==> src/rtl/switch_config.svh <==
`ifndef SWITCH_CONFIG_SVH
`define SWITCH_CONFIG_SVH

// number of input and output ports.
`define SW_PORTS 4

// priorities per output, larger value wins.
`define SW_PRIOS 4

// 16-bit words held by one page.
`define SW_PAGE_WORDS 8

// pages in the shared buffer.
`define SW_PAGES 32

// longest packet in words, header included.
`define SW_MAX_WORDS 32

// free pages needed to admit one more maximum packet.
`define SW_FULL_PAGES 4

`endif
==> src/rtl/switch_pkg.sv <==
`include "switch_config.svh"

package switch_pkg;

    typedef logic [$clog2(`SW_PORTS)-1:0]       port_t;
    typedef logic [$clog2(`SW_PRIOS)-1:0]       prio_t;
    typedef logic [$clog2(`SW_PAGES)-1:0]       page_t;
    typedef logic [$clog2(`SW_PAGE_WORDS)-1:0]  off_t;
    typedef logic [15:0]                        word_t;
    // free page count, reaches SW_PAGES.
    typedef logic [$clog2(`SW_PAGES+1)-1:0]     cnt_t;
    // word count of one packet, reaches SW_MAX_WORDS.
    typedef logic [$clog2(`SW_MAX_WORDS+1)-1:0] len_t;
    // queue pointer with one wrap bit.
    typedef logic [$clog2(`SW_PAGES):0]         qptr_t;

    // first word of a packet, length 0 stands for the maximum.
    typedef struct packed {
        logic [6:0]                          spare;
        logic [$clog2(`SW_MAX_WORDS)-1:0]    length;
        prio_t                               prio;
        port_t                               dest;
    } hdr_t;

    typedef union packed {
        word_t word;
        hdr_t  hdr;
    } hdr_word_u;

    typedef struct packed {
        logic  en;
        page_t page;
        off_t  offset;
        word_t data;
        logic  link_en;
        page_t link_page;
    } buf_wr_t;

    typedef struct packed {
        page_t page;
        off_t  offset;
    } buf_addr_t;

    typedef struct packed {
        logic  valid;
        port_t dest;
        prio_t prio;
        page_t head;
    } enq_req_t;

endpackage

==> src/rtl/packet_writer.sv <==
`include "switch_config.svh"

module packet_writer import switch_pkg::*; (
    input  logic                  clk,
    input  logic                  rst_n,
    input  logic [`SW_PORTS-1:0]  wr_sop,
    input  logic [`SW_PORTS-1:0]  wr_eop,
    input  logic [`SW_PORTS-1:0]  wr_vld,
    input  word_t [`SW_PORTS-1:0] wr_data,
    input  logic                  full,
    output logic [`SW_PORTS-1:0]  pause,
    output logic                  alloc,
    input  page_t                 free_page,
    output buf_wr_t               buf_wr,
    output enq_req_t              enq
);

    port_t                grant;
    logic                 open_q;
    logic                 busy_q;
    off_t                 offset;
    page_t                cur_page;
    page_t                head_page;
    port_t                dest;
    prio_t                prio;
    logic                 enq_valid;
    hdr_word_u            first;
    logic [`SW_PORTS-1:0] grant_mask;
    logic                 start;
    logic                 fire;
    logic                 last;

    assign first = wr_data[grant];
    assign start = open_q && !full && wr_sop[grant] && wr_vld[grant];
    assign fire  = start || (busy_q && wr_vld[grant]);
    assign last  = fire && wr_eop[grant];

    always_comb begin
        grant_mask = '0;
        grant_mask[grant] = 1'b1;
    end

    // only the granted port may open a packet, and only while pages remain.
    assign pause = (open_q && !full) ? ~grant_mask : '1;

    // a new page is taken whenever a word lands at offset 0.
    assign alloc = fire && (offset == '0);

    always_comb begin
        buf_wr.en        = fire;
        buf_wr.page      = (offset == '0) ? free_page : cur_page;
        buf_wr.offset    = offset;
        buf_wr.data      = wr_data[grant];
        // the head of the free list is the page taken on the next cycle.
        buf_wr.link_en   = fire && !wr_eop[grant] && (offset == off_t'(`SW_PAGE_WORDS - 1));
        buf_wr.link_page = free_page;
    end

    always_comb begin
        enq.valid = enq_valid;
        enq.dest  = dest;
        enq.prio  = prio;
        enq.head  = head_page;
    end

    always_ff @(posedge clk) begin
        if (!rst_n) begin
            grant     <= '0;
            open_q    <= 1'b0;
            busy_q    <= 1'b0;
            offset    <= '0;
            enq_valid <= 1'b0;
        end else begin
            enq_valid <= last;
            if (last) begin
                open_q <= 1'b1;
                busy_q <= 1'b0;
                grant  <= grant + 1'b1;
            end else if (start) begin
                open_q <= 1'b0;
                busy_q <= 1'b1;
            end else if (open_q) begin
                grant <= grant + 1'b1;
            end else if (!busy_q) begin
                open_q <= 1'b1;
            end
            if (fire) begin
                offset <= last ? '0 : offset + 1'b1;
            end
        end
    end

    always_ff @(posedge clk) begin
        if (start) begin
            head_page <= free_page;
            dest      <= first.hdr.dest;
            prio      <= first.hdr.prio;
        end
        if (alloc) begin
            cur_page <= free_page;
        end
    end

endmodule

==> config.mk <==
export PLATFORM = sky130hd
export DESIGN_NAME = packet_writer
export DESIGN_NICKNAME = d
export VERILOG_FILES = /design/src/rtl/switch_pkg.sv /design/src/rtl/packet_writer.sv
export VERILOG_INCLUDE_DIRS = /design/src /design/src/rtl
export SDC_FILE = /design/constraint.sdc
export NUM_CORES = 1
export LEC_CHECK = 0
export BUFFER_PORTS_ARGS = -buffer_cell sky130_fd_sc_hd__buf_2
export CAP_MARGIN = 5
export CORE_ASPECT_RATIO = 0.5
export CORE_MARGIN = 1.5
export CORE_UTILIZATION = 41
export CTS_CLUSTER_DIAMETER = 50
export DETAILED_ROUTE_END_ITERATION = 7
export HOLD_SLACK_MARGIN = 0.15
export PLACE_DENSITY = 0.92
export SLEW_MARGIN = 20
export SYNTH_ARGS = -nofsm -noshare
export SYNTH_HDL_FRONTEND = slang
export SYNTH_SLANG_ARGS = --single-unit
export TNS_END_PERCENT = 1
==> constraint.sdc <==
create_clock -name clk -period 4.4 [get_ports clk]
set_clock_uncertainty 0.05 [all_clocks]
set_input_delay 0.66 -clock clk [delete_from_list [all_inputs] [get_ports clk]]
set_output_delay 0.66 -clock clk [all_outputs]
set_load 0.02 [all_outputs]
# Yosys cells after proc, flatten, opt, wreduce, memory -nomap -nowiden
# Index checks and enable logic that the tools add are counted.
dict set report word_totals {
  regBits 22
  in_bits 84
  out_inout_bits 46
  wordCells 53
}
dict set report op_classes {
  addsub 2
  magnitude_cmp 2
  n_eq_ne 2
  muxes 20
  n_bitwise 2
  n_reduce_logical 16
}
# cell n
set op_table {}
lappend op_table {{binary-select mux 16 bit (select 2 bit)} 1}
lappend op_table {{2-to-1 mux 16 bit} 1}
lappend op_table {{logical AND 1 bit} 9}
lappend op_table {{2-to-1 mux 1 bit} 8}
lappend op_table {{binary-select mux 1 bit (select 2 bit)} 3}
lappend op_table {{2-to-1 mux 2 bit} 3}
lappend op_table {{2-to-1 mux 5 bit} 1}
lappend op_table {{2-to-1 mux 4 bit} 1}
lappend op_table {{inverter 4 bit} 1}
lappend op_table {{adder 3 x 1 -> 3 bit, second input constant} 1}
lappend op_table {{equality test 3 bit, second input constant} 1}
lappend op_table {{zero test 3 bit} 1}
lappend op_table {{less-than comparator 2 x 3 -> 1 bit, second input constant} 1}
lappend op_table {{2-to-1 mux 3 bit} 1}
lappend op_table {{adder 2 x 1 -> 2 bit, second input constant} 1}
lappend op_table {{demux 1 bit (select 2 bit)} 1}
lappend op_table {{>= comparator 2 x 1 -> 1 bit, second input constant} 1}
lappend op_table {{zero test 1 bit} 2}
lappend op_table {{inequality test 2 x 1 -> 1 bit, second input constant} 1}
lappend op_table {{AND reduction 2 bit} 1}
lappend op_table {{nonzero test 2 bit} 1}
lappend op_table {{OR reduction 2 bit} 1}
lappend op_table {{logical OR 1 bit} 1}
lappend op_table {{inverter 1 bit} 1}

# Logic depth before layout (Yosys ltp)
# Gate-level depths: netlist of run 1.
dict set report depth {
  ltp_word 8
  mapped_depth 6
  depth_no_buf 4
}

# Worst setup path after synthesis of run 1
# No wires, ideal clock.
dict set report synth_path {
  path_type {input port to output port}
  startpoint {input wr_sop[1]}
  endpoint {output alloc}
  arrival_ns 1.792
  t_required_ns 3.690
  slack_ns 1.898
  cell_stages 5
  path_buffers 1
  cell_sequence {mux4_1 -> a21oi_1 -> nor2b_1 -> buf_2 -> and2_1}
}
dict set report synth_between {
  elab_chain_cells 6
}
# element line
set synth_rtl {}
lappend synth_rtl {{from (decl)} packet_writer.sv:6} ;# input logic [`SW_PORTS-1:0] wr_sop,
lappend synth_rtl {{binary-select mux 1 bit (select 2 bit)} packet_writer.sv:34} ;# assign start = open_q && !full && wr_sop[grant] && wr_vld[grant];
lappend synth_rtl {{2-to-1 mux 1 bit (not written as such)} packet_writer.sv:34}
lappend synth_rtl {{logical AND 1 bit (2 in series)} packet_writer.sv:34}
lappend synth_rtl {{logical OR 1 bit} packet_writer.sv:35} ;# assign fire = start || (busy_q && wr_vld[grant]);
lappend synth_rtl {{via fire} packet_writer.sv:30} ;# logic fire;
lappend synth_rtl {{logical AND 1 bit} packet_writer.sv:47} ;# assign alloc = fire && (offset == '0);
lappend synth_rtl {{to (decl)} packet_writer.sv:12} ;# output logic alloc,
# The timed path passes the listed nets, and every way through them passes these cells. The select of a mux whose other input is x is not followed.

# Worst setup path in the final report of run 1
dict set report layout_path {
  startpoint {register grant[1]}
  endpoint {output alloc}
}
dict set report layout_between {
  elab_chain_cells 6
  elab_cells_between_ends 9
  classes_between {4 x mux; 5 x reduce/logical}
}
# element line
set layout_rtl {}
lappend layout_rtl {{from (decl)} packet_writer.sv:18} ;# port_t grant;
lappend layout_rtl {{from (signal assigned)} packet_writer.sv:78} ;# grant <= grant + 1'b1;
lappend layout_rtl {{from (signal assigned)} packet_writer.sv:83} ;# grant <= grant + 1'b1;
lappend layout_rtl {{binary-select mux 1 bit (select 2 bit)} packet_writer.sv:34}
lappend layout_rtl {{2-to-1 mux 1 bit (not written as such)} packet_writer.sv:34}
lappend layout_rtl {{logical AND 1 bit (2 in series)} packet_writer.sv:34}
lappend layout_rtl {{logical OR 1 bit (*)} packet_writer.sv:35}
lappend layout_rtl {{logical AND 1 bit (*)} packet_writer.sv:47}
# Mark *: on every way between the ends. The rest lies on a longest branch, timed or not. The select of a mux whose other input is x is not followed.

==> impl_results.md, run 1 <==
* Result of the run: finished clean
* Path type of the worst setup path: flip-flop to output pin
* Max-cap violation count at 0
* Pwr Density at roughly 310 nW/um^2
* Maximum fanout along the worst path at 14
* Vias in the first global route at 1387
* Synthesis-to-finish area growth at 46.3%
* Fin. Hold Viols at 0
* Number of DRC markers after the initial detailed-route iteration at 114
* Die span in x at 89.3 microns
* Area after detailed placement at 2160 sq um
* Startpoint type of the worst setup path: flip-flop
* WP data required at 3.69 ns
* Total clock sinks at 22
* Layer with the highest usage after global routing: met2
* Hold buffer count at CTS at 0
* Sequential area share after synthesis at 0.381
* Number of buffers created by CTS at 3
* Mapped Avg Cell Area at 14.5 sq um
* CTS tree: built
* Slowest library cell on the worst path: dfxtp_1
* Number of synthesized register bits at 22
* Number of warning messages in the yosys log at 0
* IO Count at 130
* Worst path arrival time at 2.61 ns
* Design Area, Final at 2230 sq um
* Clock latency on the worst-skew pair at ~0.26 ns
* Highest achievable clock rate at between 300 and 400 MHz
* Die outline area at 4120 sq um
* Count of final setup violators at 0
* Category of the worst setup path capture point: output pin
* Number of design rule violations left after detail routing at 0
* Number of antenna violations at the first check in global routing at 0
* CTS Buffer Depth at 2
* Die Span Y at approximately 46 microns
* Crit share post-route at 0.754
* Number of inserted diodes at 0
* Leakage power at 1.06 nW
* Setup repair after global routing missed its margin: no
* List of cells traversed by the critical path: buf_4 -> mux4_1 -> a21oi_1 -> nor2b_1 -> and2_1 -> buf_2
* Largest net degree at the start of global routing at 18
* CTS root buffer: clkbuf_8
* R2r setup slk at 1.91 ns
* Maximum vdd drop at roughly 0.13 mV
* Wire length of the first global-routing pass at 6.25 mm
* Level count of the clock H-tree at 1
* Fraction of final layout cells sized beyond drive strength 1 at 0.681
* Total number of nets in the final design at 318
* DR vias/cell at 5.11
* Number of max-slew violations in the final report at 0
* # resized after CTS at 0
* Via count at 1416
* Sum of routed wire length over all layers at about 4.2 mm
* Global Route met3 Usage at 0.0430
* Kind of path behind the tightest hold check: flip-flop to flip-flop
* Clock-pin slew on the worst setup and hold paths at 0.08 ns
* I/O Buffers at roughly 130
* Gate count after technology mapping at 105
* Relative slew slack at 0.590
* Met1 demand-to-capacity share in global routing at 0.221
* Core Rows at 15
* Starting Density at 0.437
* # Post-CTS Setup Buffers at 0
* Number of nets produced by synthesis at 196
* Met2 GRT Util at 0.417
* Final weighted congestion in routability-driven placement at 0.841
* Slowest stage delay, CP at 0.56 ns
* Cell area after synthesis at 1530 sq um
* Sum of net half-perimeters after detailed placement at 3.47 mm
* Core ar. at approximately 3500 sq um
* Wirelength per Cell at ~15 microns
* Residual overflow from global routing at 0
* Pre-antenna DRT Iters at 4
* Total negative slack for setup checks at 0 ns
* Combined global-route utilization of all metal layers at 0.208
* Count of different cell masters after synthesis at 25
* Final ANT Viol Nets at 0
* Least-Margin Pin Slew at slightly above 0.6 ns
* Post-route minimum period at 3.32 ns
[critical path: cells and delay by family (launching register included)]
kind	cells	cell delay, ns
buffers and inverters	2	0.52
flip-flops	1	0.56
AO/OA/AOI/OAI	1	0.09
multiplexers	1	0.28
AND/OR/NAND/NOR	2	0.90
[path summary, 6_finish.rpt]
check,from,depth (start not counted),end
worst max register to register,grant[1],5,cur_page[0]
worst min register to register,offset[2],2,offset[2]
worst min-delay path,offset[2],2,offset[2]
worst max-delay path,grant[1],6,alloc
[cell usage in the layout (no fill, tap or decap)]
master	n
mux2_2	5
and3_1	2
buf_2	129
mux4_1	9
and2_1	1
edfxtp_1	14
nand2_1	13
a21boi_0	1
mux4_2	10
mux2i_1	5
ha_1	7
buf_4	2
bufinv_16	1
nand3b_1	2
o32ai_4	1
clkbuf_8	3
inv_1	4
and3b_1	1
nor2b_1	3
dfxtp_1	8
a31o_2	1
or3b_2	1
a21oi_1	2
and3_4	1
[metal layers]
| metal | wire length, microns | share of wire |
|---|---|---|
| met5 | 0 | 0 |
| met2 | 2300 | 0.54 |
| met3 | 249 | 0.059 |
| met4 | 112 | 0.026 |
| met1 | 1580 | 0.37 |
[report_power, final]
group | switching, mW | internal [mW]
clock network | 0.0639 | 0.121
logic | 0.142 | 0.128
registers | 0.0120 | 0.234
total | 0.218 | 0.483
[registers in the layout, indices dropped and copies added, names as in the netlist]
register	flops
enq_valid	1
grant	2
open_q	1
offset	3
head_page	5
cur_page	5
busy_q	1
dest	2
prio	2
[Yosys cell counts (all sizes together)]
cell,instances,share of area
mux4,19,0.30
a21boi,1,0.0049
clkbuf,2,0.0049
nand2,13,0.032
ha,7,0.057
and3b,1,0.0057
edfxtp,14,0.28
nand3b,2,0.0098
dfxtp,8,0.11
inv,4,0.0098
or3b,1,0.0057
and2,1,0.0041
mux2,5,0.037
a21oi,2,0.0066
o32ai,1,0.018
and3,3,0.016
mux2i,5,0.033
nor2b,3,0.012
a31o,1,0.0057
buf,12,0.054
[area by class of cell]
type	count	area, sq um
repair buffers	131	661
clock inverters	1	30.0
multi-input cells	65	840
well taps	51	63.8
fillers	267	1260
clock buffers	3	41.3
inverters	4	15.0
flip-flops and latches	22	581
[stage by stage]
stage,hold WS (ns),util,setup slack [ns],std cells,total power [mW]
4_1_cts,0.456,0.639,1.09,277,0.706
2_1_floorplan,0.495,-,1.90,105,0.431
3_5_place_dp,0.446,0.619,1.30,273,0.520
5_1_grt,0.470,0.639,0.932,277,0.735
3_3_place_gp,0.428,0.619,1.43,273,0.511
6_report,0.458,0.639,1.08,277,0.701
[kinds of logic (layout without fill, tap and decap cells)]
kind of cell / Yosys count / after routing / synth area share
fa+ha+maj: 7 / 7 / 0.0574
flops: 22 / 22 / 0.381
mux: 29 / 29 / 0.372
compound gates: 5 / 5 / 0.0353
buf+inv: 18 / 139 / 0.0689
simple gates: 24 / 24 / 0.0853
(Power assumes the default switching activity.)
==> inputs of run 2 (changes only) <==
--- a/config.mk
+++ b/config.mk
@@ -10,11 +10,11 @@
 export CAP_MARGIN = 5
 export CORE_ASPECT_RATIO = 0.5
 export CORE_MARGIN = 1.5
-export CORE_UTILIZATION = 41
+export CORE_UTILIZATION = 35
 export CTS_CLUSTER_DIAMETER = 50
 export DETAILED_ROUTE_END_ITERATION = 7
 export HOLD_SLACK_MARGIN = 0.15
-export PLACE_DENSITY = 0.92
+export PLACE_DENSITY = 0.84
 export SLEW_MARGIN = 20
 export SYNTH_ARGS = -nofsm -noshare
 export SYNTH_HDL_FRONTEND = slang
==> constraint.sdc (replaced) <==
create_clock -name clk -period 2.82 [get_ports clk]
set_clock_uncertainty 0.05 [all_clocks]
set_input_delay 0.423 -clock clk [delete_from_list [all_inputs] [get_ports clk]]
set_output_delay 0.423 -clock clk [all_outputs]
set_load 0.02 [all_outputs]
==> impl_results.md, run 2 (synthesized netlist as in run 1, its figures left out) <==
* Residual overflow from global routing at 0 (unchanged)
* # Post-CTS Setup Buffers at 0 (unchanged)
* Leakage power at 1.06 nW (+0.58%)
* Final ANT Viol Nets at 0 (unchanged)
* Post-route minimum period at 2.65 ns
* CP Buf/Inv Count at 1 (-1)
* Worst R2R Path Depth at 5 (unchanged)
* CTS tree: built
* Sum of net half-perimeters after detailed placement at 3.57 mm (+3.1%)
* Relative slew slack at 0.669 (+0.0788)
* Design Area, Final at 2240 sq um (+0.62%)
* Max-cap violation count at 0 (unchanged)
* Total negative slack for setup checks at 0 ns (unchanged)
* Post-layout power at 1.10 mW (+56%)
* DR vias/cell at 5.00 (-2.1%)
* Clock-pin slew on the worst setup and hold paths at 0.08 ns (about the same)
* Synthesis-to-finish area growth at 47.2%
* Pre-antenna DRT Iters at 4 (unchanged)
* Count of final setup violators at 0 (unchanged)
* CTS root buffer: clkbuf_8
* Most frequent cells in the layout: buf_2, edfxtp_1, nand2_1
* Setup repair after global routing missed its margin: no
* # resized after CTS at 0 (unchanged)
* Source of the worst hold timing path: free_page[2]
* R2r setup slk at 0.53 ns (-1.38 ns)
* Starting Density at 0.377 (-0.0598)
* Post-Place Setup Slack at 0.365 ns (-0.935 ns)
* Largest net degree at the start of global routing at 18 (unchanged)
* IO Count at 130 (unchanged)
* Kind of cell adding the most delay to the critical path: multiplexers
* Terminating pin of the worst hold path: cur_page[2]
* Vias in the first global route at 1448 (+4.4%)
* Sum of routed wire length over all layers at 4.24 mm (unchanged)
* Cells on Worst Hold Path at 1 (-1)
* Number of buffers created by CTS at 3 (unchanged)
* Path type of the worst setup path: flip-flop to output pin
* Startpoint type of the worst setup path: flip-flop
* Maximum vdd drop at 0.222 mV (+69%)
* Wirelength per Cell at 15.1 microns (-1.4%)
* Level count of the clock H-tree at 1 (unchanged)
* Number of filler cells placed in the layout at 372 (+39%)
* Kind of path behind the tightest hold check: input pin to flip-flop
* Worst path arrival time at 2.17 ns (-0.44 ns)
* Die span in x at 96.4 microns (+8.0%)
* Fraction of final layout cells sized beyond drive strength 1 at 0.687 (+0.00581)
* Final weighted congestion in routability-driven placement at 0.852 (+1.3%)
* I/O Buffers at 129 (unchanged)
* Final critical-path setup slack at 0.172 ns (-0.909 ns)
* Clock latency on the worst-skew pair at 0.26 ns (about the same)
* Least-Margin Pin Slew at 0.496 ns (-0.118 ns)
* Fin. Hold Viols at 0 (unchanged)
* Total clock sinks at 22 (unchanged)
* Result of the run: finished clean
* CTS Buffer Depth at 2 (unchanged)
* Largest registers: cur_page (5), head_page (5), offset (3)
* Die outline area at 4790 sq um (+16%)
* Category of the worst setup path capture point: output pin
* Number of DRC markers after the initial detailed-route iteration at 92 (-19%)
* Pwr Density at 488 nW/um^2 (+55%)
* Total number of nets in the final design at 319 (+0.31%)
* Crit share post-route at 0.939
* List of cells traversed by the critical path: mux4_1 -> a21oi_1 -> nor2b_2 -> and2_1 -> buf_2
* Die Span Y at 49.7 microns (+7.7%)
* Number of max-slew violations in the final report at 0 (unchanged)
* Maximum fanout along the worst path at 8 (-6)
* Core Rows at 16 (+1)
* Commonest non-fill, non-tap cell in the layout: buf_2
* Area after detailed placement at 2170 sq um (+0.52%)
* Via count at 1406 (-0.71%)
* Number of antenna violations at the first check in global routing at 0 (unchanged)
* Slowest stage delay, CP at 0.67 ns (+0.11 ns)
* Slowest library cell on the worst path: mux4_1
* Combined global-route utilization of all metal layers at 0.181 (-0.0271)
* WP data required at 2.35 ns (-1.34 ns)
* Reg-to-reg critical path endpoint: grant[1]
* Wire length of the first global-routing pass at 6.62 mm (+5.9%)
* Highest achievable clock rate at 378 MHz
* Number of design rule violations left after detail routing at 0 (unchanged)
* Hold buffer count at CTS at 0 (unchanged)
* Number of inserted diodes at 0 (unchanged)
* Core ar. at 4040 sq um (+16%)
* Worst reg2reg startpoint: grant[0]
==> run 2: changes by cell type in the layout (fill, tap and decap cells not counted), sizes merged <==
cell,change
buf,+1
==> run 2: how the worst max path moves through the flow <==
| stage | slack, ns | endpoint | startpoint | cells after the start |
|---|---|---|---|---|
| 2_1_floorplan | 0.67 | alloc | grant[0] | 5 |
| 3_3_place_gp | 0.46 | alloc | grant[0] | 5 |
| 3_5_place_dp | 0.37 | alloc | grant[0] | 5 |
| 4_1_cts | 0.08 | alloc | grant[0] | 5 |
| 5_1_grt | 0.05 | alloc | grant[0] | 5 |
| 6_report | 0.17 | alloc | grant[0] | 5 |
==> run 2: stage by stage <==
stage                     utilization  std cells  hold slack [ns]
after floorplan                     -        105            0.472
after global placement          0.537        277            0.431
after detailed placement        0.537        277            0.436
after CTS                       0.554        281            0.325
after global routing            0.555        281            0.329
final                           0.555        281            0.327
==> run 2: where the power goes <==
group	switching (mW)	internal [mW]	leakage (nW)
clock	0.103	0.189	0.0357
combinational	0.222	0.200	0.835
sequential	0.0155	0.365	0.193
==> run 2: worst register-to-register path: stages, from the launching register on <==
cell	delay, ns
dfxtp_1	0.50
buf_4	0.35
mux4_2	0.65
and3_4	0.23
o32ai_4	0.16
mux2i_1	0.27
==> run 2: cell type report <==
class	count	area [sq um]	share of cell area
inverters	4	15.0	0.00669
flip-flops and latches	22	581	0.259
multi-input cells	65	842	0.375
clock buffers	3	41.3	0.0184
clock inverters	1	30.0	0.0134
repair buffers	132	668	0.298
well taps	54	67.6	0.0301
==> run 2: per-layer routing <==
metal / global-route usage / share of wire
met3: 0.0231 / 0.066
met5: 0 / 0
met1: 0.219 / 0.39
met4: 0.0652 / 0.019
met2: 0.330 / 0.52
==> inputs of run 3 (changes only) <==
--- a/config.mk
+++ b/config.mk
@@ -6,15 +6,17 @@
 export SDC_FILE = /design/constraint.sdc
 export NUM_CORES = 1
 export LEC_CHECK = 0
-export BUFFER_PORTS_ARGS = -buffer_cell sky130_fd_sc_hd__buf_2
 export CAP_MARGIN = 5
+export CELL_PAD_IN_SITES_DETAIL_PLACEMENT = 1
+export CELL_PAD_IN_SITES_GLOBAL_PLACEMENT = 2
 export CORE_ASPECT_RATIO = 0.5
 export CORE_MARGIN = 1.5
-export CORE_UTILIZATION = 35
+export CORE_UTILIZATION = 32
 export CTS_CLUSTER_DIAMETER = 50
 export DETAILED_ROUTE_END_ITERATION = 7
+export DONT_BUFFER_PORTS = 1
 export HOLD_SLACK_MARGIN = 0.15
-export PLACE_DENSITY = 0.84
+export PLACE_DENSITY = 0.82
 export SLEW_MARGIN = 20
 export SYNTH_ARGS = -nofsm -noshare
 export SYNTH_HDL_FRONTEND = slang
==> impl_results.md, run 3 (synthesized netlist as in run 1, its figures left out) <==
* Number of filler cells placed in the layout at 474 (+27%)
* Pre-antenna DRT Iters at 4 (unchanged)
* CTS root buffer: clkbuf_8
* Die span in x at 101 microns (+4.4%)
* Fin. Hold Viols at 0 (unchanged)
* Synthesis-to-finish area growth at 4.59%
* Slowest stage delay, CP at 0.65 ns (-0.02 ns)
* Number of placed instances, taps included at 161 (-42%)
* Most frequent cells in the layout: edfxtp_1, nand2_1, mux4_2
* WP data required at 2.35 ns (about the same)
* Largest registers: cur_page (5), head_page (5), offset (3)
* List of cells traversed by the critical path: buf_4 -> mux4_2 -> and3b_1
* Sum of net half-perimeters after detailed placement at 2.93 mm (-18%)
* Number of DRC markers after the initial detailed-route iteration at 63 (-32%)
* Final weighted congestion in routability-driven placement at 0.803 (-5.8%)
* Reg-to-reg critical path endpoint: grant[1]
* Startpoint type of the worst setup path: flip-flop
* Highest achievable clock rate at 379 MHz (+0.30%)
* Number of buffers created by CTS at 3 (unchanged)
* Post-route minimum period at 2.64 ns (-0.00780 ns)
* CTS Buffer Depth at 2 (unchanged)
* Core Rows at 17 (+1)
* Leakage power at 0.543 nW (-49%)
* Least-Margin Pin Slew at 0.539 ns (+0.0433 ns)
* Pwr Density at 554 nW/um^2 (+14%)
* Maximum vdd drop at 0.213 mV (-4.1%)
* Max-cap violation count at 0 (unchanged)
* Fraction of final layout cells sized beyond drive strength 1 at 0.273 (-0.414)
* Critical path destination: buf_wr[5]
* Final ANT Viol Nets at 0 (unchanged)
* Worst R2R Path Depth at 5 (unchanged)
* Level count of the clock H-tree at 1 (unchanged)
* # Post-CTS Setup Buffers at 0 (unchanged)
* Count of final setup violators at 0 (unchanged)
* Vias in the first global route at 979 (-32%)
* Commonest non-fill, non-tap cell in the layout: edfxtp_1
* Result of the run: finished clean
* Total number of nets in the final design at 191 (-40%)
* Number of logic stages on the critical path including buffering at 3 (-2)
* Kind of path behind the tightest hold check: input pin to flip-flop
* R2r setup slk at 0.56 ns (+0.03 ns)
* Via count at 909 (-35%)
* Kind of cell adding the most delay to the critical path: multiplexers
* Final instance count without filler cells at 165 (-41%)
* Number of design rule violations left after detail routing at 0 (unchanged)
* Largest net degree at the start of global routing at 18 (unchanged)
* Residual overflow from global routing at 0 (unchanged)
* Relative slew slack at 0.640 (-0.0289)
* Wirelength per Cell at 21.6 microns (+43%)
* CTS tree: built
* Maximum fanout along the worst path at 17 (+9)
* I/O Buffers at 0 (-100%)
* CP Buf/Inv Count at 1 (unchanged)
* Path type of the worst setup path: flip-flop to output pin
* Die outline area at 5210 sq um (+8.9%)
* Die Span Y at 51.8 microns (+4.3%)
* Clock-pin slew on the worst setup and hold paths at 0.08 ns (about the same)
* Starting Density at 0.340 (-0.0373)
* Core ar. at 4490 sq um (+11%)
* Clock latency on the worst-skew pair at 0.25 ns (about the same)
* Sum of routed wire length over all layers at 3.56 mm (-16%)
* DR vias/cell at 5.51 (+10%)
* Crit share post-route at 0.936 (-0.00277)
* Setup repair after global routing missed its margin: no
* Number of max-slew violations in the final report at 0 (unchanged)
* Worst reg2reg startpoint: grant[0]
* Wire length of the first global-routing pass at 5.34 mm (-19%)
* Number of inserted diodes at 0 (unchanged)
* Worst path arrival time at 2.17 ns (about the same)
* Hold buffer count at CTS at 0 (unchanged)
* Worst setup path start: grant[0]
* Number of antenna violations at the first check in global routing at 0 (unchanged)
* Total clock sinks at 22 (unchanged)
* Category of the worst setup path capture point: output pin
* Combined global-route utilization of all metal layers at 0.134 (-0.0466)
* # resized after CTS at 0 (unchanged)
* Total negative slack for setup checks at 0 ns (unchanged)
* Slowest library cell on the worst path: mux4_2
* IO Count at 130 (unchanged)
-- run 3: area by class of cell --
class / instances / area [sq um] / share of cell area
Clock buffer: 4 / 45.0 / 0.0282
Inverter: 4 / 15.0 / 0.00941
Multi-Input combinational cell: 65 / 842 / 0.528
Sequential cell: 22 / 581 / 0.364
Tap cell: 66 / 82.6 / 0.0518
Timing Repair Buffer: 4 / 30.0 / 0.0188
-- run 3: through the flow --
step	total power [mW]	util	hold WS, ns	worst slack [ns]	cell area [sq um]
floorplan	0.673	-	0.472	0.672	1530
global placement	0.689	0.345	0.472	0.441	1550
detailed placement	0.697	0.345	0.472	0.366	1550
CTS	0.895	0.355	0.201	0.0831	1590
global route	0.930	0.355	0.190	0.0565	1600
finish	0.884	0.355	0.209	0.180	1600
-- run 3: worst min-delay path by stage --
| stage | from | endpoint | slack [ns] | cells after the start |
|---|---|---|---|---|
| after floorplan | free_page[0] | cur_page[0] | 0.47 | 0 |
| after global placement | free_page[4] | head_page[4] | 0.47 | 0 |
| after detailed placement | free_page[0] | cur_page[0] | 0.47 | 0 |
| after CTS | free_page[0] | head_page[0] | 0.20 | 0 |
| after global routing | free_page[1] | head_page[1] | 0.19 | 0 |
| final | free_page[1] | head_page[1] | 0.21 | 0 |
-- run 3: power by group --
part | internal, mW | switching, mW
sequential | 0.366 | 0.0258
combinational | 0.122 | 0.173
clock | 0.100 | 0.0973
total | 0.589 | 0.296
-- run 3: worst register-to-register path: cells and delay by family, from the launching register on --
family          cells  cell delay (ns)
mux                 2             0.87
buf+inv             1             0.35
simple gates        1             0.24
flops               1             0.53
compound gates      1             0.15
-- run 3: per-layer routing --
layer  global-route usage  share of wire  vias up
li1                     -              -      394
met4               0.0282         0.0076        0
met1                0.163           0.40      464
met3               0.0323          0.060        2
met2                0.247           0.53       49
met5                    0              0        -
